File: config.mk
export PLATFORM = sky130hd
export DESIGN_NAME = fabric_top
export DESIGN_NICKNAME = d
export VERILOG_FILES = /design/src/rtl/fabric_pkg.sv /design/src/rtl/compute_block.sv /design/src/rtl/connect_block.sv /design/src/rtl/fabric_column.sv /design/src/rtl/fabric_top.sv /design/src/rtl/logic_op_unit.sv
export SDC_FILE = /design/constraint.sdc
export NUM_CORES = 1
export LEC_CHECK = 0
export BUFFER_PORTS_ARGS = -buffer_cell sky130_fd_sc_hd__buf_2
export CAP_MARGIN = 15
export CORE_MARGIN = 2
export CORE_UTILIZATION = 40
export CTS_CLUSTER_DIAMETER = 60
export DETAILED_ROUTE_END_ITERATION = 10
export PLACE_DENSITY = 0.67
export SETUP_SLACK_MARGIN = 0.2
export SLEW_MARGIN = 20
export SYNTH_ARGS = -nofsm -noshare
export SYNTH_HDL_FRONTEND = slang
export SYNTH_SLANG_ARGS = --single-unit
File: constraint.sdc
create_clock -name clk -period 3.54 [get_ports clk]
set_input_delay 0.708 -clock clk [delete_from_list [all_inputs] [get_ports clk]]
set_output_delay 0.708 -clock clk [all_outputs]
set_load 0.1 [all_outputs]
File: src/rtl/fabric_pkg.sv
// Fabric shared definitions
package fabric_pkg;

   ////////////////////////////////////////////////////////////
   // Fabric dimensions
   ////////////////////////////////////////////////////////////

   // Compute blocks per column, which is also the source bus width.
   localparam int num_rows = 8;
   localparam int num_cols = 2;

   localparam int sel_width  = 3;
   localparam int op_width   = 2;
   localparam int addr_width = 6;
   localparam int cfg_width  = 8;

   // Field positions inside a configuration word.
   localparam int cfg_left_lsb  = 5;
   localparam int cfg_right_lsb = 2;
   localparam int cfg_op_lsb    = 0;

   ////////////////////////////////////////////////////////////
   // Vector types
   ////////////////////////////////////////////////////////////

   typedef logic [num_rows-1:0]   src_bus_t;
   typedef logic [cfg_width-1:0]  cfg_word_t;
   typedef logic [addr_width-1:0] cfg_addr_t;
   typedef logic [sel_width-1:0]  sel_t;
   typedef logic [op_width-1:0]   op_t;

   // Operation codes of a logic op unit.
   // Code 3 forces a zero so that every code has a defined result.
   localparam op_t op_and  = 2'd0;
   localparam op_t op_or   = 2'd1;
   localparam op_t op_xor  = 2'd2;
   localparam op_t op_zero = 2'd3;

endpackage

File: src/rtl/compute_block.sv
// Addressed compute block
module compute_block #(
   parameter fabric_pkg::cfg_addr_t block_addr = '0
) (
   input  logic                  clk,
   input  logic                  reset,
   input  fabric_pkg::src_bus_t  src,
   input  logic                  cfg_en,
   input  fabric_pkg::cfg_addr_t cfg_addr,
   input  fabric_pkg::cfg_word_t cfg_data,
   output logic                  out
);

   import fabric_pkg::*;

   ////////////////////////////////////////////////////////////
   // Configuration decode
   ////////////////////////////////////////////////////////////

   logic cfg_hit;
   sel_t left_sel;
   sel_t right_sel;
   op_t  op_code;

   // A write lands here only when the strobe is up and the address is ours.
   // Addresses beyond the last block never match, so they are dropped.
   assign cfg_hit = cfg_en && (cfg_addr == block_addr);

   // Split the word into its three fields.
   assign left_sel  = cfg_data[cfg_left_lsb +: sel_width];
   assign right_sel = cfg_data[cfg_right_lsb +: sel_width];
   assign op_code   = cfg_data[cfg_op_lsb +: op_width];

   ////////////////////////////////////////////////////////////
   // Datapath
   ////////////////////////////////////////////////////////////

   logic left_bit;
   logic right_bit;

   connect_block left (
      .clk      (clk),
      .reset    (reset),
      .src      (src),
      .sel_data (left_sel),
      .sel_wr   (cfg_hit),
      .out      (left_bit)
   );

   connect_block right (
      .clk      (clk),
      .reset    (reset),
      .src      (src),
      .sel_data (right_sel),
      .sel_wr   (cfg_hit),
      .out      (right_bit)
   );

   // The chosen pair of bits is combined here.
   logic_op_unit op_unit (
      .clk     (clk),
      .reset   (reset),
      .a       (left_bit),
      .b       (right_bit),
      .op_data (op_code),
      .op_wr   (cfg_hit),
      .out     (out)
   );

endmodule

File: src/rtl/connect_block.sv
// Configurable source selector
module connect_block (
   input  logic                 clk,
   input  logic                 reset,
   input  fabric_pkg::src_bus_t src,
   input  fabric_pkg::sel_t     sel_data,
   input  logic                 sel_wr,
   output logic                 out
);

   import fabric_pkg::*;

   // Current source select, loaded by a configuration write.
   sel_t sel_q;

   always_ff @(posedge clk) begin
      if (reset) begin
         sel_q <= '0;
      end else if (sel_wr) begin
         sel_q <= sel_data;
      end
   end

   ////////////////////////////////////////////////////////////
   // 8-to-1 selection
   ////////////////////////////////////////////////////////////

   // Every select value has its own arm, so the output is never left
   // undriven.
   always_comb begin
      case (sel_q)
         3'd0: out = src[0];
         3'd1: out = src[1];
         3'd2: out = src[2];
         3'd3: out = src[3];
         3'd4: out = src[4];
         3'd5: out = src[5];
         3'd6: out = src[6];
         3'd7: out = src[7];
         default: out = 1'b0;
      endcase
   end

endmodule

File: src/rtl/fabric_column.sv
// Column of compute blocks
module fabric_column #(
   parameter int col_index = 0
) (
   input  logic                  clk,
   input  logic                  reset,
   input  fabric_pkg::src_bus_t  src,
   input  logic                  cfg_en,
   input  fabric_pkg::cfg_addr_t cfg_addr,
   input  fabric_pkg::cfg_word_t cfg_data,
   output fabric_pkg::src_bus_t  outs
);

   import fabric_pkg::*;

   ////////////////////////////////////////////////////////////
   // Block array
   ////////////////////////////////////////////////////////////

   // All rows see the same source bus. Row r drives bit r of the
   // column output and answers to address col_index * num_rows + r.
   genvar r;
   generate
      for (r = 0; r < num_rows; r++) begin : row_gen
         localparam cfg_addr_t row_addr = cfg_addr_t'(col_index * num_rows + r);

         compute_block #(
            .block_addr (row_addr)
         ) block (
            .clk      (clk),
            .reset    (reset),
            .src      (src),
            .cfg_en   (cfg_en),
            .cfg_addr (cfg_addr),
            .cfg_data (cfg_data),
            .out      (outs[r])
         );
      end
   endgenerate

endmodule

File: src/rtl/fabric_top.sv
// Mini logic fabric top level
module fabric_top (
   input  logic                  clk,
   input  logic                  reset,
   input  fabric_pkg::src_bus_t  data_in,
   input  logic                  cfg_en,
   input  fabric_pkg::cfg_addr_t cfg_addr,
   input  fabric_pkg::cfg_word_t cfg_data,
   output fabric_pkg::src_bus_t  data_out
);

   import fabric_pkg::*;

   // Outputs of each column. Column 0 feeds column 1 directly.
   src_bus_t col_out [num_cols];

   ////////////////////////////////////////////////////////////
   // Columns
   ////////////////////////////////////////////////////////////

   fabric_column #(
      .col_index (0)
   ) col0 (
      .clk      (clk),
      .reset    (reset),
      .src      (data_in),
      .cfg_en   (cfg_en),
      .cfg_addr (cfg_addr),
      .cfg_data (cfg_data),
      .outs     (col_out[0])
   );

   fabric_column #(
      .col_index (num_cols - 1)
   ) col1 (
      .clk      (clk),
      .reset    (reset),
      .src      (col_out[0]),
      .cfg_en   (cfg_en),
      .cfg_addr (cfg_addr),
      .cfg_data (cfg_data),
      .outs     (col_out[num_cols-1])
   );

   ////////////////////////////////////////////////////////////
   // Output register
   ////////////////////////////////////////////////////////////

   // The only register on the data path. Everything in front of it is
   // combinational, so the fabric has a latency of one cycle.
   always_ff @(posedge clk) begin
      if (reset) begin
         data_out <= '0;
      end else begin
         data_out <= col_out[num_cols-1];
      end
   end

endmodule

File: src/rtl/logic_op_unit.sv
// Two-input logic operation
module logic_op_unit (
   input  logic            clk,
   input  logic            reset,
   input  logic            a,
   input  logic            b,
   input  fabric_pkg::op_t op_data,
   input  logic            op_wr,
   output logic            out
);

   import fabric_pkg::*;

   logic and_out;
   logic or_out;
   logic xor_out;
   op_t  op_q;

   // All three functions are always formed; the register picks one.
   assign and_out = a & b;
   assign or_out  = a | b;
   assign xor_out = a ^ b;

   always_ff @(posedge clk) begin
      if (reset) begin
         op_q <= op_and;
      end else if (op_wr) begin
         op_q <= op_data;
      end
   end

   ////////////////////////////////////////////////////////////
   // Output select
   ////////////////////////////////////////////////////////////

   always_comb begin
      case (op_q)
         op_and:  out = and_out;
         op_or:   out = or_out;
         op_xor:  out = xor_out;
         op_zero: out = 1'b0;
         default: out = 1'b0;
      endcase
   end

endmodule

==> flow_summary.ini, run 1 <==
[setup_path]
critPathTopFamily = multiplexers
end_kind = register
ff2ff_path_depth = 15
startpoint_type = primary input
path_buf_inv = 4
crit_slowest_cell = mux4_2
worst-path-max-fanout = 16
cpPeakStageDelay_ns = 0.50
crit_type = in -> reg
worstPathRequired_ns = 3.82
crit_arrival_ns = 3.70
crit_chain = buf_6 -> mux4_2 -> mux2_4 -> inv_4 -> ha_4 -> mux2i_4 -> o22a_1 -> buf_12 -> buf_12 -> a21o_1 -> mux4_2 -> ha_4 -> mux2i_1 -> nor2_1 -> a21oi_1 -> nor2_1
path_depth = 16

[detailed_routing]
antenna_left = 0
dr_total_vias = 7171
drt_iter0_markers = 648
dr.pass1.iters = 5
drcViolationCount = 0
wl_um = 23400
avgRoutedWirePerCell_um = 18.9
vias_per_cell = 5.79

[outcome]
status = finished clean

[clocking]
root_buffer = clkbuf_16
cts_made_buffers = 17
max-clock-path-buffers = 2
clkSinkCount = 136
clkLatencyLatePin_ns = 0.43
path_clk_slew_ns = 0.06
htree_levels = 4
cts_tree = done

[floorplanning]
initial_core_util = 0.409
die_w_um = 148
num_rows = 52
core_um2 = 20300
die_area_um2 = 21900
die_h_um = 148
io-pin-count = 33

[synth]
synth_top_area_frac = 0.328
ys_async_sr_fraction = 0
synth-edff-count = 0
yosysWarnings = 0
synth_fp_nets = 979
syn_inst = 922
synth_top_cell_by_area = dfxtp_1
yosysSeqAreaShare = 0.328
synth_cell_types = 41
synth_most_common_cell = dfxtp_1
synth.avg_cell_area_um2 = 9.01
synth_flop_cell = dfxtp_1
synthTopCellsByArea = dfxtp_1, mux4_2, mux2i_1
synthesis.area_um2 = 8310
yosys-top-cells-count = dfxtp_1, nor2_1, nand2_1
ys_ff_latch = 136

[worst_hold_path]
hold_path.class = reg -> reg
holdPathStages = 2

[timing]
min_period_ns = 3.42
skew_ns = 0.00772
rsz0062_at_grt = yes
fin_crit_sh = 0.965
slew_violations = 0
hold_viol = 0
max_freq_mhz = 293
relSlewSlack = 0.404
fin_hold_ws_ns = 0.470
worstMarginPinSlew_ns = 0.895
worst_slack_ns = 0.124
setup-violations-final = 0

[global_route]
grt.total_usage = 0.212
overflow = 0
grt_pass1_wl_um = 36200
grt_start_max_net_pins = 79
first_global_vias = 6829
antenna_found_initial = 0

[finish]
antenna_cells = 0
fin_nets = 1013
synthToLayoutAreaGrowth_pct = 24.4
n_fill_cell = 1830
drive_gt1_frac = 0.287

[placed_design]
dp_slack_ns = -0.482
place_hpwl_um = 14500
gp_congestion = 0.804
port_buffers = 32

[pwr]
powerDensity_nw_per_um2 = 379
worst_ir_drop_vdd_uv = 341
leakagePower_nw = 3.99

[flow_run]
cap_violations = 0
cells in the final DEF (no fill, tap or decap), drive strengths merged, types with 2 or more instances in the layout:
cell,n
a2111oi,6
a211o,3
a211oi,3
a21o,26
a21oi,99
a31oi,5
and2,3
buf,90
bufinv,3
clkbuf,23
clkinv,5
clkinvlp,3
dfxtp,136
ha,32
inv,25
mux2,8
mux2i,81
mux4,58
nand2,102
nand2b,11
nand3,64
nand3b,2
nor2,118
nor2b,3
nor4b,2
o2111ai,3
o21a,17
o21ai,21
o221a,3
o221ai,3
o22ai,2
or3b,2
worst reg2reg max path: stages (launching register included):
cell     delay, ns
dfxtp_4       0.37
mux4_2        0.49
mux2_4        0.32
inv_4         0.07
ha_4          0.13
mux2i_4       0.07
o22a_1        0.23
buf_12        0.16
buf_12        0.14
a21o_1        0.15
mux4_2        0.50
ha_4          0.26
mux2i_1       0.13
nor2_1        0.06
a21oi_1       0.11
nor2_1        0.05
stage by stage:
step / setup TNS (ns) / instance area, um^2 / util / instances / power [mW]
finish: 0 / 10300 / 0.509 / 1239 / 3.92
global route: 0 / 10300 / 0.509 / 1239 / 4.04
CTS: 0 / 10000 / 0.493 / 1234 / 3.90
detailed placement: -3.33 / 9080 / 0.447 / 1193 / 2.04
global placement: -2.91 / 9080 / 0.447 / 1193 / 2.03
floorplan: 0 / 8490 / - / 922 / 1.89
sequential cells by signal, indices dropped and copies added (netlist names):
signal / cells
col0.row_gen.block.left.sel_q: 24
data_out: 8
col0.row_gen.block.op_unit.op_q: 16
col1.row_gen.block.right.sel_q: 24
col0.row_gen.block.right.sel_q: 24
col1.row_gen.block.op_unit.op_q: 16
col1.row_gen.block.left.sel_q: 24
layer usage:
metal / GRT usage / routed length, um / vias to the layer above
met5: 0 / 0 / -
met4: 0.0790 / 675 / 0
met3: 0.0387 / 1480 / 52
met2: 0.362 / 11600 / 264
met1: 0.269 / 9660 / 3486
li1: - / - / 3369
power breakdown:
| group | internal [mW] | switching (mW) |
|---|---|---|
| combinational | 0.247 | 0.305 |
| sequential | 1.53 | 0.00847 |
| clock | 1.13 | 0.694 |
worst paths after layout:
path | end | startpoint | slack, ns
worst max-delay path | data_out[0]$_SDFF_PP0_ | data_in[3] | 0.12
worst min register to register | col0.row_gen[2].block.right.sel_q[2]$_SDFFE_PP0P_ | col0.row_gen[2].block.right.sel_q[2]$_SDFFE_PP0P_ | 0.47
worst max register to register | data_out[0]$_SDFF_PP0_ | col0.row_gen[3].block.right.sel_q[0]$_SDFFE_PP0P_ | 0.14
worst min-delay path | col0.row_gen[2].block.right.sel_q[2]$_SDFFE_PP0P_ | col0.row_gen[2].block.right.sel_q[2]$_SDFFE_PP0P_ | 0.47
area by class of cell:
| type | count | area, um^2 | share of cell area |
|---|---|---|---|
| Multi-Input combinational cell | 684 | 5680 | 0.550 |
| Sequential cell | 136 | 2750 | 0.266 |
| Timing Repair Buffer | 92 | 856 | 0.0828 |
| Clock buffer | 21 | 450 | 0.0436 |
| Tap cell | 270 | 338 | 0.0327 |
| Clock inverter | 11 | 149 | 0.0144 |
| Inverter | 25 | 101 | 0.00981 |
logic make-up after synthesis:
| logic type | count (synthesis) | share of synthesized area |
|---|---|---|
| adder cells (fa/ha/maj) | 32 | 0.0482 |
| buffers and inverters | 103 | 0.0500 |
| flip-flops | 136 | 0.328 |
| AO/OA/AOI/OAI | 192 | 0.147 |
| multiplexers | 147 | 0.266 |
| AND/OR/NAND/NOR | 312 | 0.161 |
timing repair:
action | in CTS | in global routing
hold buffers | 0 | 0
pin swaps | 16 | 15
endpoints found under the setup margin | 8 | 8
gates cloned | 1 | 2
resized for setup | 64 | 61
setup buffers | 8 | 3
Note: power is estimated with default switching activity, not from simulation.
==> run 2, diff against run 1 <==
- ABC_AREA: not set -> 1
- ABC_CLOCK_PERIOD_IN_PS: not set -> 3540
- CORE_UTILIZATION: 40 -> 57
- PLACE_DENSITY: 0.67 -> 0.86
==> flow_summary.ini, run 2 <==
[clocking]
cts_tree = done
cts_resized = 0
clkSinkCount = 136
root_buffer = clkbuf_16
cts_made_buffers = 17
path_clk_slew_ns = 0.06
max-clock-path-buffers = 2
cts_setup_buffers = 0
htree_levels = 4
clkLatencyLatePin_ns = 0.44
cts_hold_buf = 0

[setup_path]
end_kind = register
ff2ff_path_depth = 16
rrSetupSlack_ns = 0.69
worstPathRequired_ns = 3.86
reg2reg_to = data_out[7]$_SDFF_PP0_
worst-path-max-fanout = 16
crit_arrival_ns = 3.38
crit_type = in -> reg
r2r_start = col0.row_gen[5].block.left.sel_q[1]$_SDFFE_PP0P_
startpoint_type = primary input

[synth]
synth_mux_area_frac = 0
synthTopCellsByArea = dfxtp_1, nand3_1, a211oi_1
ys_ff_latch = 136
yosys.area_share.adder = 0.0471
synth_most_common_cell = nand2_1
ys_async_sr_fraction = 0
yosysWarnings = 0
synthXorXnorAreaFrac = 0
yosysSeqAreaShare = 0.320
synthesis.area_um2 = 8500
synth_fp_nets = 1307
synth.avg_cell_area_um2 = 6.80
yosys-top-cells-count = nand2_1, nor2_1, inv_1
syn_inst = 1250
synth_top_family_by_area = simple AND/OR/NAND/NOR gates
synth_top_area_frac = 0.320
synth_compound_area_frac = 0.191
synth_top_cell_by_area = dfxtp_1
synth_cell_types = 29
synth_simple_gate_area_frac = 0.323
synth-edff-count = 0
synth_flop_cell = dfxtp_1

[detailed_routing]
drt_iter0_markers = 806
antenna_left = 0
drcViolationCount = 0
wl_um = 23700
dr.pass1.iters = 6
dr_total_vias = 8663
vias_per_cell = 5.94
avgRoutedWirePerCell_um = 16.2

[timing]
relSlewSlack = 0.598
finalSetupTns_ns = 0
fin_crit_sh = 0.863
skew_ns = 0.0117
setup-violations-final = 0
worstMarginPinSlew_ns = 0.603
max_freq_mhz = 327
slew_violations = 0
min_period_ns = 3.06
fin_hold_ws_ns = 0.462
hold_viol = 0
rsz0062_at_grt = no

[global_route]
grt.total_usage = 0.301
first_global_vias = 7850
antenna_found_initial = 0
grt_start_max_net_pins = 56
overflow = 0
grt_pass1_wl_um = 39000

[placed_design]
dp_cells = 1426
placed_area_um2 = 8700
gp_congestion = 0.915
port_buffers = 32
place_hpwl_um = 15600

[floorplanning]
num_rows = 44
die_area_um2 = 15900
core_um2 = 14500
io-pin-count = 33
initial_core_util = 0.585
die_w_um = 126
die_h_um = 126

[pwr]
power.switching_mw = 1.05
p_sw_frac = 0.280
intPower_mw = 2.70
powerDensity_nw_per_um2 = 404
comb_power_share = 0.106
clkPwrFrac = 0.480
worst_ir_drop_vdd_uv = 351
leakagePower_nw = 3.75
p_seq_frac = 0.414

[finish]
final_util = 0.639
final_cell_mix = nand2_1, nor2_1, inv_1
stdcell_area_um2 = 9290
antenna_cells = 0
synthToLayoutAreaGrowth_pct = 9.40
fin_cells = 1458
final_common_cell = nand2_1
fin_nets = 1318
drive_gt1_frac = 0.108

[worst_hold_path]
holdPathStages = 1
min_from = col1.row_gen[7].block.op_unit.op_q[0]$_SDFFE_PP0P_
whs_endpoint = data_out[7]$_SDFF_PP0_
hold_path.class = reg -> reg

[outcome]
status = finished clean

[flow_run]
cap_violations = 0
[run 2: cell count changes in the layout (fill, tap and decap cells not counted), sizes merged, moves of 52 or more]
| cell | change |
|---|---|
| a211oi | +97 |
| inv | +148 |
| mux2i | -81 |
| mux4 | -58 |
| nand2 | +68 |
| nand3 | +97 |
| nor2 | +52 |
| nor3 | +58 |
[run 2: logic make-up (layout without fill, tap and decap cells)]
| group | after synthesis | after routing |
|---|---|---|
| buffers and inverters | 231 | 255 |
| DFF | 136 | 136 |
| AOI/OAI and AO/OA | 258 | 258 |
| and+or+nand+nor | 593 | 593 |
| adders and majority gates | 32 | 32 |
[run 2: worst max-delay path by stage]
| stage | start | to | slack, ns | cells after the start |
|---|---|---|---|---|
| after floorplan | data_in[7] | data_out[7]$_SDFF_PP0_ | 0.56 | 19 |
| after global placement | data_in[0] | data_out[0]$_SDFF_PP0_ | 0.22 | 20 |
| after detailed placement | data_in[0] | data_out[1]$_SDFF_PP0_ | 0.13 | 19 |
| after CTS | data_in[0] | data_out[0]$_SDFF_PP0_ | 0.54 | 20 |
| after global routing | data_in[0] | data_out[0]$_SDFF_PP0_ | 0.22 | 20 |
| final | data_in[0] | data_out[0]$_SDFF_PP0_ | 0.48 | 19 |
[run 2: stage by stage]
| step | power [mW] | setup slack (ns) |
|---|---|---|
| 4_1_cts | 3.75 | 0.542 |
| 3_3_place_gp | 1.97 | 0.224 |
| 3_5_place_dp | 1.97 | 0.127 |
| 6_report | 3.75 | 0.485 |
| 5_1_grt | 3.88 | 0.224 |
| 2_1_floorplan | 1.85 | 0.563 |
[run 2: metal layers]
metal / routed length (um) / GRT usage
met3: 1790 / 0.0569
met4: 984 / 0.151
met1: 9840 / 0.391
met2: 11100 / 0.480
met5: 0 / 0
[run 2: power by group through the flow]
stage | Sequential, mW | Combinational [mW] | Clock [mW]
floorplan | 1.61 | 0.238 | 0
global placement | 1.59 | 0.379 | 0
detailed placement | 1.59 | 0.388 | 0
CTS | 1.55 | 0.393 | 1.80
global route | 1.55 | 0.436 | 1.89
finish | 1.55 | 0.399 | 1.80
[run 2: area by class of cell]
type                       instances  area, um^2
clock buffer                      17         425
clock inverter                    15         169
fill                            1306        5240
inverter                         169         634
multi-input combinational        883        4770
sequential                       136        2720
tap                              184         230
timing repair buffer              54         340
[run 2: critical path, stage by stage]
cell      delay, ns
buf_2          0.09
inv_1          0.44
a21oi_1        0.16
o21ai_0        0.12
nand3b_1       0.11
nand2_1        0.10
ha_1           0.23
inv_1          0.05
nand2_1        0.05
nand3_2        0.08
and2_1         0.39
nor2_1         0.07
nor2_1         0.09
nand3_1        0.10
inv_1          0.07
ha_1           0.23
nor2_1         0.10
nor2_1         0.04
o311a_1        0.11
